`src/mm_pkg.sv`:
```
// shared address map, region encoding and bus word types, imported by every RTL module
package mm_pkg;

    // bus word, used for address, write data and read data
    typedef logic [31:0] mm_word_t;

    // one enable bit per byte lane
    typedef logic [3:0] mm_be_t;

    // stdout character
    typedef logic [7:0] mm_byte_t;

    // access targets resolved by the decoder
    typedef enum logic [2:0] {
        region_ram,
        region_stdout,
        region_status,
        region_halt,
        region_none
    } mm_region_e;

    // default RAM size, 4 KiB
    localparam int unsigned DEFAULT_RAM_ADDR_WIDTH = 12;

    // peripheral word addresses
    localparam mm_word_t STDOUT_ADDR = 32'h1000_0000;
    localparam mm_word_t STATUS_ADDR = 32'h2000_0000;
    localparam mm_word_t HALT_ADDR   = 32'h1A11_0000;

    // status value that reports a passing test, anything else is a failure
    localparam mm_word_t PASS_CODE = 32'd123456789;

    // status register read layout
    localparam int unsigned STATUS_PASS_BIT = 0;
    localparam int unsigned STATUS_FAIL_BIT = 1;

endpackage

```
`src/mm_periph.sv`:
```
// memory-mapped stdout, test-status and debug-halt registers of the test environment
`timescale 1ns/1ps

module mm_periph import mm_pkg::*; (
    input  logic       clk_i,
    input  logic       rst_ni,
    input  logic       sel_i,
    input  mm_region_e region_i,
    input  logic       we_i,
    input  mm_word_t   wdata_i,
    output mm_word_t   rdata_o,
    output logic       char_valid_o,
    output mm_byte_t   char_o,
    output logic       tests_passed_o,
    output logic       tests_failed_o,
    output logic       debug_req_o
);

    logic stdout_wr;
    logic status_wr;
    logic halt_wr;

    assign stdout_wr = sel_i && we_i && (region_i == region_stdout);
    assign status_wr = sel_i && we_i && (region_i == region_status);
    assign halt_wr   = sel_i && we_i && (region_i == region_halt);

    always_ff @(posedge clk_i or negedge rst_ni) begin
        if (!rst_ni) begin
            char_valid_o   <= 1'b0;
            tests_passed_o <= 1'b0;
            tests_failed_o <= 1'b0;
            debug_req_o    <= 1'b0;
        end else begin
            // one-cycle character strobe
            char_valid_o <= stdout_wr;
            // sticky result flags
            if (status_wr) begin
                if (wdata_i == PASS_CODE) begin
                    tests_passed_o <= 1'b1;
                end else begin
                    tests_failed_o <= 1'b1;
                end
            end
            if (halt_wr) begin
                debug_req_o <= wdata_i[0];
            end
        end
    end

    // character byte, only meaningful with the strobe
    always_ff @(posedge clk_i) begin
        if (stdout_wr) begin
            char_o <= wdata_i[7:0];
        end
    end

    // read data, returns the register value before a same-cycle write
    always_ff @(posedge clk_i) begin
        if (sel_i) begin
            rdata_o <= '0;
            if (region_i == region_status) begin
                rdata_o[STATUS_PASS_BIT] <= tests_passed_o;
                rdata_o[STATUS_FAIL_BIT] <= tests_failed_o;
            end else if (region_i == region_halt) begin
                rdata_o[0] <= debug_req_o;
            end
        end
    end

    // a test reports one result per reset
    a_single_result : assert property (
        @(posedge clk_i) disable iff (!rst_ni)
        !(tests_passed_o && tests_failed_o)
    ) else $error("mm_periph: test reported both pass and fail");

endmodule

```
`config.mk`:
```
export PLATFORM = sky130hd
export DESIGN_NAME = mm_periph
export DESIGN_NICKNAME = d
export VERILOG_FILES = /design/src/mm_pkg.sv /design/src/mm_periph.sv
export SDC_FILE = /design/constraint.sdc
export NUM_CORES = 1
export LEC_CHECK = 0
export BUFFER_PORTS_ARGS = -buffer_cell sky130_fd_sc_hd__buf_2
export CAP_MARGIN = 30
export CORE_UTILIZATION = 35
export DETAILED_ROUTE_END_ITERATION = 12
export PLACE_DENSITY = 0.78
export RECOVER_POWER = 100
export SLEW_MARGIN = 20
export SYNTH_ARGS = -nofsm -noshare
export SYNTH_HDL_FRONTEND = slang
export SYNTH_SLANG_ARGS = --single-unit
export TNS_END_PERCENT = 50
```
`constraint.sdc`:
```
create_clock -name clk_i -period 0.95 [get_ports clk_i]
set_input_delay 0.19 -clock clk_i [delete_from_list [all_inputs] [get_ports clk_i]]
set_output_delay 0.19 -clock clk_i [all_outputs]
set_load 0.01 [all_outputs]
```
==> results_dict.tcl, run 1 <==
set metrics [dict create \
    dp.cells 154 \
    drv_slew 0 \
    die_width_um 50.5 \
    drv_cap 0 \
    ys_ff_latch 14 \
    worst-path-max-fanout 2 \
    power_mw 1.32 \
    io_pins 83 \
    setup_viol 22 \
    path_clk_slew_ns 0.08 \
    crit_family "flip-flops" \
    setup_ws_ns -0.0440 \
    num-nets-final 174 \
    syn_avg_cell_area_um2 12.1 \
    max_stage_delay_ns 0.40 \
    wl_per_cell_um 10.5 \
    drtIter0Drc 5 \
    power.density_nw_per_um2 1160 \
    drive_gt1_share_pct 46.3 \
    insertedDiodeCount 0 \
    period_minus_slack_ns 0.994 \
    totalWireLength_um 1700 \
    min_path_cells 1 \
    netlist_area_um2 825 \
    required_ns 0.76 \
    synthCells 68 \
    status "finished, violations left" \
    hold_class "input pin to flop" \
    start_kind "flop" \
    fin_skew_ns 0.000242 \
    tns_ns -0.524 \
    fmax_ghz 1.01 \
    grt_util_all_layers_pct 13.5 \
    stdcell_count 162 \
    floorplan.rows 17 \
    rsz0062_at_grt "yes" \
    violations "negative setup slack" \
    grt_max_degree 10 \
    clock_sinks 14 \
    synth_top_area_share_pct 36.4 \
    worst-path-buf-inv 1 \
    synth_top_cell_by_area "edfxtp_1" \
    start_util_pct 37.3 \
    hold_viol 0 \
    yosysWarnings 0 \
    grt_overflow 0 \
    fp.dieH_um 50.5 \
    antenna_found_initial 0 \
    clk_path_buf_depth 2 \
    cts-root-buf "clkbuf_4" \
    ys_seq_area_share_pct 48.6 \
    drtPass1Iterations 3 \
    layout_common_cells "42 x buf_2, 30 x conb_1, 10 x edfxtp_1, 10 x clkbuf_1, 6 x clkbuf_4" \
    dp_hpwl_um 1470 \
    nFillCells 211 \
    yosysUniqueCellTypes 21 \
    cts_buffers 3 \
    clock_latency_ns 0.26 \
    endpoint_kind "primary output" \
    reg2regPathDepth 3 \
    period_share_pct 105 \
    grt_first_pass_wirelength_um 2510 \
    vdd_drop_max_v 0.000589 \
    critical_path_arrival_ns 0.80 \
    cpMaxStageDelayCell "dfrtp_1" \
    cts_tree "done" \
    htreeDepth 1 \
    core-area_um2 2210 \
    leakage_nw 0.570 \
    layout_commonest_cell "buf_2" \
    worst-path-stages 1 \
    path_cells "buf_2" \
    grt_pass1_vias 591 \
    drcViolationCount 0 \
    port_buffers 52 \
    via_per_inst 4.07 \
    syn2layout_area_growth_pct 38.1 \
    gp_congestion 0.788 \
    synthTopCellsByArea "edfxtp_1 36%, buf_4 27%, dfrtp_1 12%" \
    fin_util_pct 51.5 \
    vias 659 \
    critPathKind "flop to primary output" \
    ant_nets 0 \
    design.die.area_um2 2550 \
]
## logic make-up (layout without fill, tap and decap cells)
logic type	count (synthesis)	count (layout)	synth area share (%)
simple gates	19	19	19.0
buf+inv	30	67	27.3
mux	2	2	2.58
other cells	1	30	0.455
compound gates	2	2	2.12
flops	14	14	48.6
## synthesized netlist by cell type (all sizes together)
master / n
a41o: 1
and2: 1
and4b: 1
buf: 30
conb: 1
dfrtp: 4
edfxtp: 10
mux2: 1
mux2i: 1
nand2b: 1
nand3: 2
nand4: 2
nand4b: 1
nand4bb: 1
nor2: 4
nor3: 1
nor4: 1
nor4b: 2
nor4bb: 2
o21bai: 1
## per-layer routing
layer | wire [um] | vias up | global-route usage (%) | part of all wire, %
met5 | 0 | - | 0 | 0
met4 | 0 | 0 | 4.17 | 0
met3 | 194 | 0 | 2.73 | 11
met2 | 899 | 51 | 26.0 | 53
met1 | 604 | 292 | 14.4 | 36
li1 | - | 316 | - | -
## what timing repair did
item / in CTS / in global routing
pin swaps: 4 / 4
cloned: 0 / 0
endpoints found under the hold margin: 4 / 0
buffers inserted: 3 / 0
gates resized for setup: 4 / 0
setup endpoints to repair: 16 / 17
hold buffers: 1 / 0
## final timing paths
kind | start | endpoint | slack (ns)
max | tests_passed_o | tests_passed_o | -0.04
min | wdata_i[4] | char_o[4] | 0.11
max reg2reg | tests_passed_o | rdata_o[0] | -0.03
min reg2reg | tests_passed_o | tests_passed_o | 0.60
max in group asynchronous | rst_ni | tests_failed_o | 0.46
min in group asynchronous | rst_ni | char_valid_o | 0.29
## state kept, by name, indices dropped and copies added (netlist names)
name,flops
tests_failed_o,1
char_o,8
rdata_o,2
debug_req_o,1
tests_passed_o,1
char_valid_o,1
## per-stage QoR
stage	setup WS (ns)	hold slack [ns]	instance area, um^2
6_report	-0.0440	0.110	1140
5_1_grt	-0.111	0.106	1140
4_1_cts	-0.0554	0.101	1170
3_5_place_dp	-0.431	0.00655	1090
3_3_place_gp	-0.464	-0.00253	1090
2_1_floorplan	-0.156	-0.106	951
## layout make-up
| type | count | area, um^2 | area share (%) |
|---|---|---|---|
| repair buffers | 63 | 348 | 30.5 |
| flip-flops and latches | 14 | 400 | 35.2 |
| clock buffers | 4 | 26.3 | 2.31 |
| multi-input cells | 53 | 329 | 28.9 |
| well taps | 28 | 35.0 | 3.08 |
## where the power goes
part / switching (mW) / leakage [nW] / total, mW / internal [mW]
Clock: 0.165 / 0.0150 / 0.327 / 0.162
Combinational: 0.153 / 0.412 / 0.298 / 0.145
Sequential: 0.0108 / 0.143 / 0.697 / 0.686
Total: 0.329 / 0.570 / 1.32 / 0.993
(Power assumes the default switching activity.)
==> run 2: changes to the inputs <==
--- a/config.mk
+++ b/config.mk
@@ -11,6 +11,7 @@
 export DETAILED_ROUTE_END_ITERATION = 12
 export PLACE_DENSITY = 0.78
 export RECOVER_POWER = 100
+export SETUP_SLACK_MARGIN = 0.02
 export SLEW_MARGIN = 20
 export SYNTH_ARGS = -nofsm -noshare
 export SYNTH_HDL_FRONTEND = slang
==> results_dict.tcl, run 2 (same netlist as run 1, synthesis figures left out) <==
set metrics [dict create \
    status "finished, violations left" \
    violations "negative setup slack" \
    syn2layout_area_growth_pct 49.5 \
    path_clk_slew_ns 0.07 \
    power_frac_seq_pct 51.7 \
    drv_slew 0 \
    max_stage_delay_ns 0.33 \
    power.density_nw_per_um2 1100 \
    die_width_um 50.5 \
    power.internal_mw 1.02 \
    fin_skew_ns 0.000429 \
    drtIter0Drc 7 \
    worst-path-max-fanout 2 \
    power_mw 1.36 \
    clock_sinks 14 \
    hold_viol 0 \
    grt_overflow 0 \
    period_share_pct 106 \
    cts_buffers 3 \
    dp.cells 153 \
    period_minus_slack_ns 1.01 \
    drcViolationCount 0 \
    fmax_ghz 0.991 \
    ant_nets 0 \
    layout_commonest_cell "buf_2" \
    num-nets-final 173 \
    layout_common_cells "45 x buf_2, 30 x conb_1, 10 x edfxtp_1" \
    place_ws_ns -0.454 \
    path_cells "buf_6 -> nor4bb_4 -> nand4_1 -> nor4_2 -> a41o_1" \
    htreeDepth 1 \
    setup_ws_ns -0.0587 \
    io_pins 83 \
    grt_util_all_layers_pct 13.5 \
    regMostFlops "char_o" \
    tns_ns -0.336 \
    drive_gt1_share_pct 54.9 \
    power_frac_comb_pct 25.0 \
    critPathKind "input pin to flop" \
    hold_class "input pin to flop" \
    wl_per_cell_um 10.2 \
    required_ns 1.16 \
    hold_slack_ns 0.0910 \
    grt_first_pass_wirelength_um 2530 \
    clk_path_buf_depth 2 \
    endpoint_kind "flop" \
    drv_cap 0 \
    clock_latency_ns 0.27 \
    clkPwrFrac_pct 23.3 \
    leakage_nw 0.628 \
    totalWireLength_um 1650 \
    drtPass1Iterations 4 \
    reg.largest.list "char_o x8, rdata_o x2" \
    setup_viol 15 \
    p_sw_share_pct 25.1 \
    vdd_drop_max_v 0.000614 \
    design.die.area_um2 2550 \
    gp_congestion 0.774 \
    stdcell_count 161 \
    port_buffers 52 \
    start_kind "input pin" \
    grt_max_degree 10 \
    grt_pass1_vias 582 \
    cts_tree "done" \
    insertedDiodeCount 0 \
    vias 655 \
    rsz0062_at_grt "yes" \
    fp.dieH_um 50.5 \
    cts-root-buf "clkbuf_4" \
    start_util_pct 37.3 \
    critical_path_arrival_ns 1.22 \
    p_switching_uw 341 \
    largest_reg_flops 8 \
    core-area_um2 2210 \
    antenna_found_initial 0 \
    via_per_inst 4.07 \
    cpMaxStageDelayCell "nor4_2" \
    floorplan.rows 17 \
]
==> run 2: cell count changes in the layout (fill, tap and decap cells not counted), sizes merged <==
cell,change
clkbuf,-13
clkdlybuf4s15,-1
buf,+12
clkinv,+1
==> run 2: what timing repair did <==
item | 4_1_cts | 5_1_grt
pin swaps | 4 | 8
gates resized for setup | 4 | 13
setup endpoints to repair | 16 | 17
endpoints found under the hold margin | 4 | 0
hold buffers | 1 | 0
setup buffers | 3 | 0
==> run 2: layer usage <==
layer,part of all wire (%),global-route usage (%)
met1,35,16.9
met2,52,23.1
met3,14,1.82
met4,0,5.56
met5,0,0
==> run 2: final cells by class <==
type	count	area, um^2
clock buffer	3	22.5
tap	28	35.0
timing repair buffer	62	402
clock inverter	1	3.75
fill	206	980
multi-input combinational	53	369
sequential	14	400
==> run 2: per-stage QoR <==
stage / util (%) / cell area, um^2
2_1_floorplan: - / 956
3_3_place_gp: 49.0 / 1080
3_5_place_dp: 49.0 / 1080
4_1_cts: 52.9 / 1170
5_1_grt: 55.7 / 1230
6_report: 55.7 / 1230
==> run 2: worst paths after layout <==
kind                                 from              to  slack (ns)  cells past startpoint
hold / removal                 wdata_i[4]       char_o[4]        0.09                      1
setup reg to reg           tests_passed_o      rdata_o[0]       -0.01                      3
max in group asynchronous          rst_ni  tests_passed_o        0.58                      2
min in group asynchronous          rst_ni     debug_req_o        0.25                      2
hold reg to reg            tests_passed_o  tests_passed_o        0.59                      2
setup / recovery               wdata_i[7]  tests_passed_o       -0.06                      5
==> run 2: worst max-delay path, delay by kind of cell <==
| kind | cells | cell delay (ns) |
|---|---|---|
| AO/OA/AOI/OAI | 1 | 0.19 |
| buffers and inverters | 1 | 0.10 |
| AND/OR/NAND/NOR | 3 | 0.74 |
==> run 2: power by group through the flow <==
stage | clock [mW] | combinational, mW | sequential, mW
floorplan | 0 | 0.189 | 0.729
global placement | 0 | 0.258 | 0.714
detailed placement | 0 | 0.262 | 0.718
CTS | 0.335 | 0.308 | 0.698
global route | 0.359 | 0.373 | 0.705
finish | 0.316 | 0.339 | 0.702
==> run 3: changes to the inputs <==
--- a/config.mk
+++ b/config.mk
@@ -7,6 +7,7 @@
 export LEC_CHECK = 0
 export BUFFER_PORTS_ARGS = -buffer_cell sky130_fd_sc_hd__buf_2
 export CAP_MARGIN = 30
+export CORE_MARGIN = 1.5
 export CORE_UTILIZATION = 35
 export DETAILED_ROUTE_END_ITERATION = 12
 export PLACE_DENSITY = 0.78
==> constraint.sdc (replaced) <==
create_clock -name clk_i -period 1.1 [get_ports clk_i]
set_input_delay 0.22 -clock clk_i [delete_from_list [all_inputs] [get_ports clk_i]]
set_output_delay 0.22 -clock clk_i [all_outputs]
set_load 0.01 [all_outputs]
==> results_dict.tcl, run 3 (same netlist as run 1, synthesis figures left out) <==
set metrics [dict create \
    r2r-end "rdata_o[0]" \
    dp_hpwl_um 1370 \
    fp.dieH_um 51.5 \
    cpMaxStageDelayCell "dfrtp_1" \
    totalWireLength_um 1600 \
    drv_cap 0 \
    required_ns 0.88 \
    power.density_nw_per_um2 1030 \
    gp_congestion 0.661 \
    path_clk_slew_ns 0.08 \
    via_per_inst 4.29 \
    port_buffers 52 \
    wl_per_cell_um 10.3 \
    grt_util_all_layers_pct 11.7 \
    reg2regPathDepth 2 \
    max_stage_delay_ns 0.42 \
    start_util_pct 37.3 \
    finalInstanceArea_um2 1090 \
    hold_slack_ns 0.132 \
    rsz0062_at_grt "yes" \
    worst-path-buf-inv 1 \
    dpl_cell_area_um2 1040 \
    drv_slew 0 \
    cts_buffers 3 \
    grt_overflow 0 \
    nFillCells 230 \
    cts-root-buf "clkbuf_4" \
    clock_latency_ns 0.27 \
    syn2layout_area_growth_pct 32.2 \
    final-seq-area_um2 400 \
    layout_commonest_cell "buf_2" \
    period_minus_slack_ns 1.06 \
    start_kind "flop" \
    floorplan.rows 17 \
    io_pins 83 \
    drive_gt1_share_pct 43.8 \
    clock_sinks 14 \
    drtIter0Drc 7 \
    setup_viol 0 \
    period_share_pct 96.2 \
    ant_nets 0 \
    hold_viol 0 \
    largest_reg_flops 8 \
    hp-start "wdata_i[4]" \
    multi_input_comb_area_um2 329 \
    design.die.area_um2 2660 \
    critical_path_arrival_ns 0.84 \
    cts_setup_buffers 0 \
    insertedDiodeCount 0 \
    num-nets-final 168 \
    vdd_drop_max_v 0.000422 \
    fin_skew_ns 0.000764 \
    hold_end "char_o[4]" \
    worst-path-max-fanout 3 \
    fmax_ghz 0.945 \
    hold_class "input pin to flop" \
    r2r-start "tests_passed_o" \
    reg.largest.list "char_o x8, rdata_o x2" \
    status "complete, no violations" \
    antenna_found_initial 0 \
    cts_tree "done" \
    crit_family "flip-flops" \
    drcViolationCount 0 \
    min_path_cells 1 \
    die_width_um 51.5 \
    leakage_nw 0.543 \
    power_mw 1.12 \
    core-area_um2 2210 \
    layout_common_cells "42 x buf_2, 30 x conb_1, 10 x edfxtp_1, 10 x clkbuf_1" \
    clk_path_buf_depth 2 \
    htreeDepth 1 \
    grt_max_degree 10 \
    reg2reg_slack_ns 0.24 \
    path_cells "buf_2" \
    endpoint_kind "primary output" \
    critPathKind "flop to primary output" \
    grt_pass1_vias 565 \
    drtPass1Iterations 4 \
    regMostFlops "char_o" \
    vias 669 \
    grt_first_pass_wirelength_um 2260 \
]
## run 3: changes by cell type in the layout (fill, tap and decap cells not counted), sizes merged
cell	previous run	this run
clkinv	1	0
clkbuf	3	14
buf	61	46
## run 3: metal layers
metal  part of all wire (%)  track usage [%]  vias to the layer above
met3                     13             3.16                        2
li1                       -                -                      304
met1                     38             13.3                      305
met5                      0                0                        -
met2                     48             20.3                       58
met4                   0.87             5.26                        0
## run 3: worst register-to-register path: cells and delay by family, from the launching register on
kind / cells / cell delay [ns]
flops: 1 / 0.42
mux: 1 / 0.15
simple gates: 1 / 0.06
## run 3: power breakdown
group / internal (mW) / leakage [nW] / total, mW / switching [mW]
registers: 0.593 / 0.143 / 0.606 / 0.0134
clock network: 0.140 / 0.0150 / 0.291 / 0.150
logic: 0.101 / 0.385 / 0.223 / 0.122
total: 0.834 / 0.543 / 1.12 / 0.285
## run 3: worst max-delay path by stage
stage | start | end | slack, ns | depth (start not counted)
floorplan | wdata_i[29] | tests_passed_o | -0.04 | 4
global placement | wdata_i[1] | tests_passed_o | -0.31 | 5
detailed placement | wdata_i[1] | tests_passed_o | -0.34 | 5
CTS | wdata_i[13] | tests_passed_o | 0.03 | 6
global route | wdata_i[13] | tests_passed_o | -0.01 | 6
finish | tests_passed_o | tests_passed_o | 0.04 | 1
## run 3: repair_timing
action,in CTS,in global routing
pin swaps,0,2
endpoints found under the setup margin,2,2
hold buffers,1,0
hold endpoints to repair,4,0
gates resized for setup,1,4
## run 3: metrics by stage
stage / TNS [ns] / cells / setup WS, ns / utilization (%)
2_1_floorplan: -0.0388 / 97 / -0.0388 / -
4_1_cts: 0 / 156 / 0.0277 / 48.9
3_3_place_gp: -0.569 / 151 / -0.309 / 46.9
5_1_grt: -0.0149 / 156 / -0.0149 / 49.3
3_5_place_dp: -0.635 / 151 / -0.344 / 46.9
6_report: 0 / 156 / 0.0416 / 49.3
## run 3: layout make-up
class | instances | area share (%)
Sequential cell | 14 | 36.7
Timing Repair Buffer | 57 | 27.4
Tap cell | 28 | 3.21
Clock buffer | 4 | 2.41
Multi-Input combinational cell | 53 | 30.2
